<file path="src/design/mc_pkg.sv">
`default_nettype none

package mc_pkg;

    // Cluster size and core index width
    localparam int NUM_CORES = 4;
    localparam int CORE_ID_W = 2;

    // Shared bus geometry, word addressed
    localparam int ADDR_W = 30;
    localparam int DATA_W = 32;

    // Command opcodes accepted by each engine
    typedef enum logic [1:0] {
        OP_READ  = 2'b00,
        OP_WRITE = 2'b01,
        OP_INC   = 2'b10
    } mem_op_e;

    // Engine sequencing states
    typedef enum logic [2:0] {
        ST_IDLE  = 3'b000,
        ST_READ  = 3'b001,
        ST_WRITE = 3'b010,
        ST_DONE  = 3'b011
    } engine_state_e;

endpackage

`default_nettype wire

</file>
<file path="src/design/cmd_dispatch.sv">
`timescale 1ns/100ps
`default_nettype none

module cmd_dispatch (
    input  logic                                          clk,
    input  logic                                          rst_n,
    input  logic                                          cmd_valid,
    input  logic [mc_pkg::CORE_ID_W-1:0]                  cmd_core,
    input  mc_pkg::mem_op_e                               cmd_op,
    input  logic [mc_pkg::ADDR_W-1:0]                     cmd_addr,
    input  logic [mc_pkg::DATA_W-1:0]                     cmd_data,
    input  logic [mc_pkg::NUM_CORES-1:0]                  busy,
    output logic [mc_pkg::NUM_CORES-1:0]                  start,
    output mc_pkg::mem_op_e [mc_pkg::NUM_CORES-1:0]       op_q,
    output logic [mc_pkg::NUM_CORES*mc_pkg::ADDR_W-1:0]   addr_q,
    output logic [mc_pkg::NUM_CORES*mc_pkg::DATA_W-1:0]   data_q,
    output logic                                          cmd_drop
);
    import mc_pkg::*;

    logic [NUM_CORES-1:0] core_sel;
    logic                 target_busy;
    logic                 accept;

    // One-hot select of the addressed core
    always_comb begin
        core_sel = '0;
        core_sel[cmd_core] = 1'b1;
    end

    assign target_busy = |(busy & core_sel);
    assign accept      = cmd_valid && !target_busy;

    // Start or drop pulse, one cycle after the strobe
    always_ff @(posedge clk) begin
        if (!rst_n) begin
            start    <= '0;
            cmd_drop <= 1'b0;
        end else begin
            start    <= accept ? core_sel : '0;
            cmd_drop <= cmd_valid && target_busy;
        end
    end

    // Command fields land in the slot of the accepted core only
    always_ff @(posedge clk) begin
        for (int i = 0; i < NUM_CORES; i++) begin
            if (accept && core_sel[i]) begin
                op_q[i]                    <= cmd_op;
                addr_q[i*ADDR_W +: ADDR_W] <= cmd_addr;
                data_q[i*DATA_W +: DATA_W] <= cmd_data;
            end
        end
    end

endmodule

`default_nettype wire

</file>
<file path="src/design/mem_engine.sv">
`timescale 1ns/100ps
`default_nettype none

module mem_engine (
    input  logic                       clk,
    input  logic                       rst_n,
    input  logic                       start,
    input  mc_pkg::mem_op_e            op,
    input  logic [mc_pkg::ADDR_W-1:0]  addr,
    input  logic [mc_pkg::DATA_W-1:0]  wdata,
    output logic                       req,
    output logic                       req_we,
    output logic [mc_pkg::ADDR_W-1:0]  req_adr,
    output logic [mc_pkg::DATA_W-1:0]  req_dat_w,
    input  logic                       gnt_ack,
    input  logic                       gnt_err,
    input  logic [mc_pkg::DATA_W-1:0]  rsp_dat,
    output logic                       busy,
    output logic                       done,
    output logic                       err,
    output logic [mc_pkg::DATA_W-1:0]  rdata
);
    import mc_pkg::*;

    engine_state_e     state;
    mem_op_e           op_r;
    logic [ADDR_W-1:0] addr_r;
    logic [DATA_W-1:0] data_r;
    logic              err_r;

    // Control state
    always_ff @(posedge clk) begin
        if (!rst_n) begin
            state <= ST_IDLE;
            err_r <= 1'b0;
        end else begin
            case (state)
                ST_IDLE: begin
                    if (start) begin
                        err_r <= 1'b0;
                        // Writes skip the read phase
                        state <= (op == OP_WRITE) ? ST_WRITE : ST_READ;
                    end
                end
                ST_READ: begin
                    if (gnt_err) begin
                        // Failed read ends the command, no write follows
                        err_r <= 1'b1;
                        state <= ST_DONE;
                    end else if (gnt_ack) begin
                        state <= (op_r == OP_INC) ? ST_WRITE : ST_DONE;
                    end
                end
                ST_WRITE: begin
                    if (gnt_err) begin
                        err_r <= 1'b1;
                        state <= ST_DONE;
                    end else if (gnt_ack) begin
                        state <= ST_DONE;
                    end
                end
                ST_DONE: begin
                    state <= ST_IDLE;
                end
                default: begin
                    state <= ST_IDLE;
                end
            endcase
        end
    end

    // Command payload
    always_ff @(posedge clk) begin
        if (state == ST_IDLE && start) begin
            op_r   <= op;
            addr_r <= addr;
            data_r <= wdata;
        end else if (state == ST_READ && gnt_ack) begin
            // Increment result is both the write data and the reported value
            if (op_r == OP_INC) begin
                data_r <= rsp_dat + DATA_W'(1);
            end else begin
                data_r <= rsp_dat;
            end
        end
    end

    // Request port toward the adapter
    assign req       = (state == ST_READ) || (state == ST_WRITE);
    assign req_we    = (state == ST_WRITE);
    assign req_adr   = addr_r;
    assign req_dat_w = data_r;

    // Status toward the outside
    assign busy  = (state != ST_IDLE);
    assign done  = (state == ST_DONE);
    assign err   = err_r;
    assign rdata = data_r;

endmodule

`default_nettype wire

</file>
<file path="src/design/wishbone_adapter.sv">
`timescale 1ns/100ps
`default_nettype none

module wishbone_adapter (
    input  logic                                          clk,
    input  logic                                          rst_n,
    input  logic [mc_pkg::NUM_CORES-1:0]                  req,
    input  logic [mc_pkg::NUM_CORES-1:0]                  req_we,
    input  logic [mc_pkg::NUM_CORES*mc_pkg::ADDR_W-1:0]   req_adr,
    input  logic [mc_pkg::NUM_CORES*mc_pkg::DATA_W-1:0]   req_dat_w,
    output logic [mc_pkg::NUM_CORES-1:0]                  gnt_ack,
    output logic [mc_pkg::NUM_CORES-1:0]                  gnt_err,
    output logic [mc_pkg::DATA_W-1:0]                     rsp_dat,

    output logic [mc_pkg::ADDR_W-1:0]                     wb_adr,
    output logic [mc_pkg::DATA_W-1:0]                     wb_dat_w,
    output logic [mc_pkg::DATA_W/8-1:0]                   wb_sel,
    output logic                                          wb_cyc,
    output logic                                          wb_stb,
    output logic                                          wb_we,
    input  logic [mc_pkg::DATA_W-1:0]                     wb_dat_r,
    input  logic                                          wb_ack,
    input  logic                                          wb_err
);
    import mc_pkg::*;

    logic                 cyc_r;
    logic [CORE_ID_W-1:0] gnt_idx;
    logic [CORE_ID_W-1:0] next_idx;
    logic                 found;
    logic [NUM_CORES-1:0] gnt_onehot;

    // Round-robin search, starting after the last granted core
    always_comb begin
        logic [CORE_ID_W-1:0] cand;
        next_idx = gnt_idx;
        found    = 1'b0;
        for (int k = 1; k <= NUM_CORES; k++) begin
            cand = CORE_ID_W'((int'(gnt_idx) + k) % NUM_CORES);
            if (!found && req[cand]) begin
                next_idx = cand;
                found    = 1'b1;
            end
        end
    end

    // Bus cycle tracking and grant lock
    always_ff @(posedge clk) begin
        if (!rst_n) begin
            cyc_r   <= 1'b0;
            gnt_idx <= CORE_ID_W'(NUM_CORES - 1);
        end else if (cyc_r) begin
            // Cycle closes the edge after ack or err
            if (wb_ack || wb_err) begin
                cyc_r <= 1'b0;
            end
        end else if (found) begin
            cyc_r   <= 1'b1;
            gnt_idx <= next_idx;
        end
    end

    always_comb begin
        gnt_onehot = '0;
        gnt_onehot[gnt_idx] = 1'b1;
    end

    // Granted request onto the shared master
    assign wb_cyc   = cyc_r;
    assign wb_stb   = cyc_r;
    assign wb_we    = req_we[gnt_idx];
    assign wb_adr   = req_adr[gnt_idx*ADDR_W +: ADDR_W];
    assign wb_dat_w = req_dat_w[gnt_idx*DATA_W +: DATA_W];
    assign wb_sel   = '1;

    // Responses go back to the granted engine only
    assign gnt_ack = (cyc_r && wb_ack) ? gnt_onehot : '0;
    assign gnt_err = (cyc_r && wb_err) ? gnt_onehot : '0;
    assign rsp_dat = wb_dat_r;

endmodule

`default_nettype wire

</file>
<file path="src/design/multicore_wrapper.sv">
`timescale 1ns/100ps
`default_nettype none

module multicore_wrapper (
    input  logic                                          clk,
    input  logic                                          rst_n,

    input  logic                                          cmd_valid,
    input  logic [mc_pkg::CORE_ID_W-1:0]                  cmd_core,
    input  mc_pkg::mem_op_e                               cmd_op,
    input  logic [mc_pkg::ADDR_W-1:0]                     cmd_addr,
    input  logic [mc_pkg::DATA_W-1:0]                     cmd_data,
    output logic                                          cmd_drop,

    output logic [mc_pkg::NUM_CORES-1:0]                  busy,
    output logic [mc_pkg::NUM_CORES-1:0]                  done,
    output logic [mc_pkg::NUM_CORES-1:0]                  err,
    output logic [mc_pkg::NUM_CORES*mc_pkg::DATA_W-1:0]   rdata,

    output logic [mc_pkg::ADDR_W-1:0]                     wb_adr,
    output logic [mc_pkg::DATA_W-1:0]                     wb_dat_w,
    output logic [mc_pkg::DATA_W/8-1:0]                   wb_sel,
    output logic                                          wb_cyc,
    output logic                                          wb_stb,
    output logic                                          wb_we,
    input  logic [mc_pkg::DATA_W-1:0]                     wb_dat_r,
    input  logic                                          wb_ack,
    input  logic                                          wb_err
);
    import mc_pkg::*;

    // Dispatcher to engines
    logic [NUM_CORES-1:0]        start;
    mem_op_e [NUM_CORES-1:0]     op_q;
    logic [NUM_CORES*ADDR_W-1:0] addr_q;
    logic [NUM_CORES*DATA_W-1:0] data_q;

    // Engines to adapter and back
    logic [NUM_CORES-1:0]        req;
    logic [NUM_CORES-1:0]        req_we;
    logic [NUM_CORES*ADDR_W-1:0] req_adr;
    logic [NUM_CORES*DATA_W-1:0] req_dat_w;
    logic [NUM_CORES-1:0]        gnt_ack;
    logic [NUM_CORES-1:0]        gnt_err;
    logic [DATA_W-1:0]           rsp_dat;

    cmd_dispatch i_dispatch (
        .clk       (clk),
        .rst_n     (rst_n),
        .cmd_valid (cmd_valid),
        .cmd_core  (cmd_core),
        .cmd_op    (cmd_op),
        .cmd_addr  (cmd_addr),
        .cmd_data  (cmd_data),
        .busy      (busy),
        .start     (start),
        .op_q      (op_q),
        .addr_q    (addr_q),
        .data_q    (data_q),
        .cmd_drop  (cmd_drop)
    );

    generate for (genvar i = 0; i < NUM_CORES; i++) begin : gen_cores
        mem_engine i_engine (
            .clk       (clk),
            .rst_n     (rst_n),
            .start     (start[i]),
            .op        (op_q[i]),
            .addr      (addr_q[i*ADDR_W +: ADDR_W]),
            .wdata     (data_q[i*DATA_W +: DATA_W]),
            .req       (req[i]),
            .req_we    (req_we[i]),
            .req_adr   (req_adr[i*ADDR_W +: ADDR_W]),
            .req_dat_w (req_dat_w[i*DATA_W +: DATA_W]),
            .gnt_ack   (gnt_ack[i]),
            .gnt_err   (gnt_err[i]),
            .rsp_dat   (rsp_dat),
            .busy      (busy[i]),
            .done      (done[i]),
            .err       (err[i]),
            .rdata     (rdata[i*DATA_W +: DATA_W])
        );
    end endgenerate

    wishbone_adapter i_wb_adapter (
        .clk       (clk),
        .rst_n     (rst_n),
        .req       (req),
        .req_we    (req_we),
        .req_adr   (req_adr),
        .req_dat_w (req_dat_w),
        .gnt_ack   (gnt_ack),
        .gnt_err   (gnt_err),
        .rsp_dat   (rsp_dat),
        .wb_adr    (wb_adr),
        .wb_dat_w  (wb_dat_w),
        .wb_sel    (wb_sel),
        .wb_cyc    (wb_cyc),
        .wb_stb    (wb_stb),
        .wb_we     (wb_we),
        .wb_dat_r  (wb_dat_r),
        .wb_ack    (wb_ack),
        .wb_err    (wb_err)
    );

endmodule

`default_nettype wire

</file>
<file path="config.mk">
export PLATFORM = sky130hd
export DESIGN_NAME = multicore_wrapper
export DESIGN_NICKNAME = d
export VERILOG_FILES = /design/src/design/mc_pkg.sv /design/src/design/cmd_dispatch.sv /design/src/design/mem_engine.sv /design/src/design/wishbone_adapter.sv /design/src/design/multicore_wrapper.sv
export SDC_FILE = /design/constraint.sdc
export NUM_CORES = 1
export LEC_CHECK = 0
export ABC_CLOCK_PERIOD_IN_PS = 10200
export BUFFER_PORTS_ARGS = -buffer_cell sky130_fd_sc_hd__buf_2
export CAP_MARGIN = 30
export CORE_MARGIN = 2
export CORE_UTILIZATION = 35
export DETAILED_ROUTE_END_ITERATION = 7
export GPL_ROUTABILITY_DRIVEN = 0
export PLACE_DENSITY = 0.58
export SLEW_MARGIN = 40
export SYNTH_ARGS = -nofsm -noshare
export SYNTH_HDL_FRONTEND = slang
export SYNTH_SLANG_ARGS = --single-unit
</file>
<file path="constraint.sdc">
create_clock -name clk -period 10.2 [get_ports clk]
set_clock_uncertainty 0.15 [all_clocks]
set_input_delay 1.53 -clock clk [delete_from_list [all_inputs] [get_ports clk]]
set_output_delay 1.53 -clock clk [all_outputs]
set_load 0.005 [all_outputs]
</file>
## Word-level counts from Yosys, hierarchy flattened

Index checks and enable logic that the tools add are counted.
Widths: inputs -> output; s select.

| cells by class | value |
|---|---|
| add/subtract/negate cells | 5 |
| multiply operators | 1 |
| divide/modulo/power cells | 0 |
| order comparisons | 8 |
| equality and inequality tests | 36 |
| shift operators | 2 |
| multiplexer cells | 83 |
| bitwise operators | 2 |
| reduce and logical (&&, ||, !) cells | 62 |

Operators with widths:

| operator | count |
|---|---|
| $mux 32 | 12 |
| $shiftx 128x8->32 | 1 |
| $shiftx 120x8->30 | 1 |
| $mux 3 | 20 |
| $pmux 3 s3 | 4 |
| $add 32x1->32 const B | 1 |
| $reduce_and 3->1 | 9 |
| $mux 1 | 26 |
| $eq 3x2->1 const B | 8 |
| $ne 3x3->1 const B | 8 |
| $logic_and 1x1->1 | 21 |
| $lt 2x3->1 const B | 6 |
| $mux 2 | 8 |
| $reduce_bool 2->1 | 8 |
| $eq 3x1->1 const B | 4 |
| $logic_not 3->1 | 4 |
| $reduce_bool 3->1 | 4 |
| $bmux 1 s2 | 5 |
| $eq 2x1->1 const B | 4 |
| $eq 2x2->1 const B | 4 |
| $mux 4 | 2 |
| $ne 2x1->1 const B | 4 |
| $ne 2x2->1 const B | 4 |
| $pmux 1 s2 | 4 |
| 13 further kinds | 27 |

| storage, ports and cells | value |
|---|---|
| bits in registers | 536 |
| bits in latches | 0 |
| RAM bits | 0 |
| bits in read-only memories | 0 |
| word-level logic and storage cells | 235 |
| memories kept | 0 |

## Longest topological paths before layout

| depth | value |
|---|---|
| depth in word-level cells | 16 |
| gate-level depth with buffers | 10 |
| depth with buffers taken out | 7 |

## Cells and area by module

A second synthesis with hierarchy kept.

| unflattened totals | value |
|---|---|
| cells, all modules | 1657 |
| area total of the unflattened synthesis | 23983.0 sq um |

By module, submodules not included:

| module | instances | cells an instance | area an instance (sq um) | seq. area each (sq um) |
|---|---|---|---|---|
| mem_engine (gen_cores[0].i_engine ...) | 3 | 305 | 3474.6 | 1981.9 |
| cmd_dispatch | 1 | 274 | 7907.6 | 7787.5 |
| mem_engine (gen_cores[1].i_engine) | 1 | 303 | 3462.1 | 1981.9 |
| wishbone_adapter | 1 | 165 | 2189.6 | 60.1 |

## Least setup slack after synthesis

Ideal clock, no wire load.

| path | value |
|---|---|
| path kind | input port to flip-flop |
| from | in cmd_core[1] (netlist bit) |
| to | reg i_dispatch.addr_q[0] (netlist bit), enable pin |
| setup time | 0.565 ns |
| data arrival time | 6.126 ns |
| data required time | 9.485 ns |
| slack | 3.359 ns |
| cell stages on the path | 2 |
| path buffers | 1 |
| cells stage by stage | clkbuf_1 -> nor3_1 |

| between the ends | value |
|---|---|
| longest elaborated chain between the ends | 9 |
| elaborated cells between the ends (all ways) | 10 |
| classes of those cells | order compare (2); mux (2); bitwise (1); reduce/logical (5) |

RTL lines:

| item | RTL line | RTL |
|---|---|---|
| start: declaration | multicore_wrapper.sv:9 | `input logic [mc_pkg::CORE_ID_W-1:0] cmd_core,` |
| $lt 2x3->1 (not written as such) / $ge 2x1->1 (equally long branches) | cmd_dispatch.sv:28 | `core_sel[cmd_core] = 1'b1;` |
| $logic_and 1x1->1 (not written as such) | cmd_dispatch.sv:28 |  |
| $mux 1 (not written as such) | cmd_dispatch.sv:28 |  |
| $demux 1 s2 (*) | -- |  |
| $and 4x4->4 | cmd_dispatch.sv:31 | `assign target_busy = \|(busy & core_sel);` |
| $reduce_or 4->1 | cmd_dispatch.sv:31 |  |
| $logic_not 1->1 | cmd_dispatch.sv:32 | `assign accept = cmd_valid && !target_busy;` |
| $logic_and 1x1->1 | cmd_dispatch.sv:32 |  |
| $logic_and 1x1->1 (*) | cmd_dispatch.sv:48 | `if (accept && core_sel[i]) begin` |
| end signal: indexed assignment | cmd_dispatch.sv:50 | `addr_q[i*ADDR_W +: ADDR_W] <= cmd_addr;` |
| end: declaration | cmd_dispatch.sv:15 | `output logic [mc_pkg::NUM_CORES*mc_pkg::ADDR_W-1:0] addr_q,` |

Mark *: on every way between the ends. The rest lies on a longest branch, timed or not.
A chain may end at the register's enable or synchronous reset.

## Worst setup path after layout

| path | value |
|---|---|
| from | reg i_wb_adapter.gnt_idx[0] |
| to | out wb_dat_w[1] (netlist bit) |

| between the ends | value |
|---|---|
| longest elaborated chain between the ends | 1 |

RTL lines:

| item | RTL line | RTL |
|---|---|---|
| start: declaration | wishbone_adapter.sv:28 | `logic [CORE_ID_W-1:0] gnt_idx;` |
| start signal: assignment | wishbone_adapter.sv:51 | `gnt_idx <= CORE_ID_W'(NUM_CORES - 1);` |
| start signal: assignment | wishbone_adapter.sv:59 | `gnt_idx <= next_idx;` |
| $shiftx 128x8->32 | wishbone_adapter.sv:73 | `assign wb_dat_w = req_dat_w[gnt_idx*DATA_W +: DATA_W];` |
| end: declaration | multicore_wrapper.sv:21 | `output logic [mc_pkg::DATA_W-1:0] wb_dat_w,` |

No other way between the ends.

==> impl_metrics.py <==
metrics = {
    "synth": {
        "syn-cell-area_sq_um": 22260,
        "ys_seq_elements": 532,
        "async_flop_share_pct": 0,
        "synth_top_flop_cell": "edfxtp_1",
        "synth-seq-area-share_pct": 70.86,
        "yosys_warnings": 0,
        "avgSynthCellArea_sq_um": 15.26,
        "yosysUniqueCellTypes": 53,
        "syn_inst": 1459,
        "synth-edff-count": 512,
    },
    "clock_tree": {
        "post_cts_buffers": 0,
        "clk_latency_ns": 0.60,
        "clkTransAtPathRegs_ns": 0.06,
        "htree_levels": 2,
        "cts_max_path_buffers": 3,
        "cts_resized": 0,
        "root_buffer": "clkbuf_16",
        "cts_tree": "done",
        "cts_buffers": 57,
        "clock_sinks": 532,
        "cts_hold_buf": 0,
    },
    "drt": {
        "vias_per_cell": 5.126,
        "first_pass_iters": 5,
        "drc": 0,
        "drt_iter0_drc": 1098,
        "drtAntennaViolNets": 0,
        "routed-via-count": 13490,
        "avgRoutedWirePerCell_microns": 24.40,
        "routed_wirelength_microns": 64190,
    },
    "grt": {
        "grt_overflow": 0,
        "grt_usage_pct": 19.34,
        "grt_pass1_vias": 13560,
        "grt_max_degree": 61,
        "grt_pass1_wl_microns": 92990,
        "antenna_found_initial": 17,
    },
    "finish": {
        "fin_cells": 2631,
        "final_cell_mix": "edfxtp_1 (512), buf_2 (308), nand2_1 (173), o21ai_0 (116), xnor2_1 (69)",
        "finish.utilization_pct": 42.05,
        "syn2layout_area_growth_pct": 18.92,
        "fin_nets": 1857,
        "final_common_cell": "edfxtp_1",
        "drive_gt1_share_pct": 29.20,
        "design_area_sq_um": 26470,
    },
    "floorplanning": {
        "io_pins": 313,
        "core_sq_um": 62970,
        "floorplan.rows": 92,
        "dieArea_sq_um": 65640,
        "die_x_microns": 256.2,
        "die-height_microns": 256.2,
        "initial_core_util_pct": 35.36,
    },
    "setup_path": {
        "crit_path_top_delay_cell": "dfxtp_4",
        "crit_fanout": 29,
        "required_ns": 8.52,
        "timing.critical_path.buf_inv": 2,
        "crit_family": "buffers and inverters",
        "cp-start-kind": "register",
        "crit_chain": "buf_4, mux4_2, buf_2",
        "slowest_delay_ns": 0.67,
        "worstReg2RegStart": "gen_cores[1].i_engine.state[0]",
        "worstSetupPathType": "register to output port",
        "crit_path_end_kind": "output port",
        "r2r_setup_slack_ns": 7.09,
        "cp.arrival_ns": 2.79,
        "r2r-end": "gen_cores[1].i_engine.rdata[21]",
        "reg2reg_depth": 6,
    },
    "status": {
        "status": "completed",
    },
    "sta": {
        "setup_viol": 0,
        "rsz0062_at_grt": "false",
        "timing.hold.ws_ns": 0.2593,
        "tightest_slew_ns": 0.8202,
        "period_share_pct": 43.81,
        "period_needed_ns": 4.469,
        "relSlewSlack_pct": 45.16,
        "finalWorstSetupSlack_ns": 5.731,
        "final-hold-violation-count": 0,
        "slew_viol_final": 0,
        "max_freq_mhz": 223.8,
        "fin_tns_setup_ns": 0,
    },
    "placed_design": {
        "io_buffers": 308,
        "dp.final_hpwl_microns": 41540,
        "pre_cts_ws_ns": 5.867,
        "placed_area_sq_um": 24520,
        "numPlacedInstances": 2520,
    },
    "pwr": {
        "p_int_mw": 4.235,
        "clock_power_share_pct": 36.5,
        "p_sw_mw": 1.552,
        "p_per_area_nw_per_um2": 218.6,
        "power_frac_seq_pct": 46.6,
        "finalPower_mw": 5.787,
        "leakage_nw": 8.854,
        "ir_drop_mv": 0.1338,
        "p_comb_share_pct": 16.9,
        "netSwitchingFraction_pct": 26.81,
    },
    "flow_run": {
        "cap_violations": 0,
    },
    "worst_hold_path": {
        "hold_class": "register to register",
        "min-delay-start": "i_dispatch.addr_q[102]",
        "hold_depth": 0,
        "min_to": "gen_cores[3].i_engine.req_adr[12]",
    },
}
per-layer routing:
layer  wire [microns]  track usage (%)  up-vias
met5              167                0        -
met4             1358            4.678       26
met3             5178            5.813      113
met2            30690            31.99      508
met1            26790            24.97     6802
li1                 -                -     6038
power groups by stage:
stage	Clock [mW]	Sequential, mW	Combinational (mW)
floorplan	0	2.70	0.633
global placement	0	2.75	0.948
detailed placement	0	2.74	0.987
CTS	2.16	2.70	0.991
global route	2.24	2.71	1.07
finish	2.11	2.69	0.980
registers in the layout (all words and copies together) (netlist names):
name	flops
gen_cores.i_engine.rdata	128
i_dispatch.op_q	8
i_wb_adapter.gnt_idx	2
i_dispatch.cmd_drop	1
gen_cores.i_engine.err	4
i_dispatch.start	4
gen_cores.i_engine.state	8
i_dispatch.data_q	128
gen_cores.i_engine.op_r	8
i_wb_adapter.wb_cyc	1
i_dispatch.addr_q	120
gen_cores.i_engine.req_adr	120
Yosys cell counts (all sizes together) (3+ instances only):
library cell	number	area share, %
and4	9	0.37
buf	68	2.0
o21ai	126	2.8
a31oi	9	0.25
o21a	5	0.17
nor2b	7	0.20
dfxtp	20	1.8
a211oi	3	0.10
nand3	30	0.67
edfxtp	512	69
inv	24	0.40
ha	21	1.2
nor3	17	0.38
nand2	178	3.0
xor2	51	2.0
or3	14	0.42
and3	12	0.34
a21oi	17	0.38
nor2	49	0.83
xnor2	69	2.7
nand4	32	1.1
nor4	33	0.98
nand2b	9	0.25
clkbuf	50	0.85
a221oi	4	0.16
mux4	67	6.8
cell type report:
| type | instances | area (sq um) |
|---|---|---|
| fillers | 5769 | 36490 |
| flip-flops and latches | 532 | 15780 |
| multi-input cells | 787 | 5838 |
| repair buffers | 330 | 1750 |
| clock buffers | 65 | 1478 |
| well taps | 846 | 1059 |
| clock inverters | 42 | 452.9 |
| inverters | 25 | 103.9 |
| diodes | 4 | 10.01 |
logic make-up (layout without fill, tap and decap cells):
group,after synthesis,in the layout,synth area share (%)
XOR/XNOR,120,120,4.721
buffers and inverters,143,462,3.260
flip-flops,532,532,70.86
adder cells (fa/ha/maj),21,21,1.180
AND/OR/NAND/NOR,400,400,8.863
other,1,8,0.01684
multiplexers,67,67,6.778
AO/OA/AOI/OAI,175,175,4.322
worst max path at each step:
stage,start,endpoint,cells after the start
detailed placement,wb_dat_r[11],gen_cores[2].i_engine.rdata[26],6
global placement,i_wb_adapter.gnt_idx[0],wb_dat_w[1],3
floorplan,cmd_core[1],i_dispatch.addr_q[0],2
global route,i_wb_adapter.gnt_idx[0],wb_dat_w[1],3
finish,i_wb_adapter.gnt_idx[0],wb_dat_w[1],3
CTS,i_wb_adapter.gnt_idx[0],wb_dat_w[1],3
No activity file was read; power rests on OpenSTA's default activity.
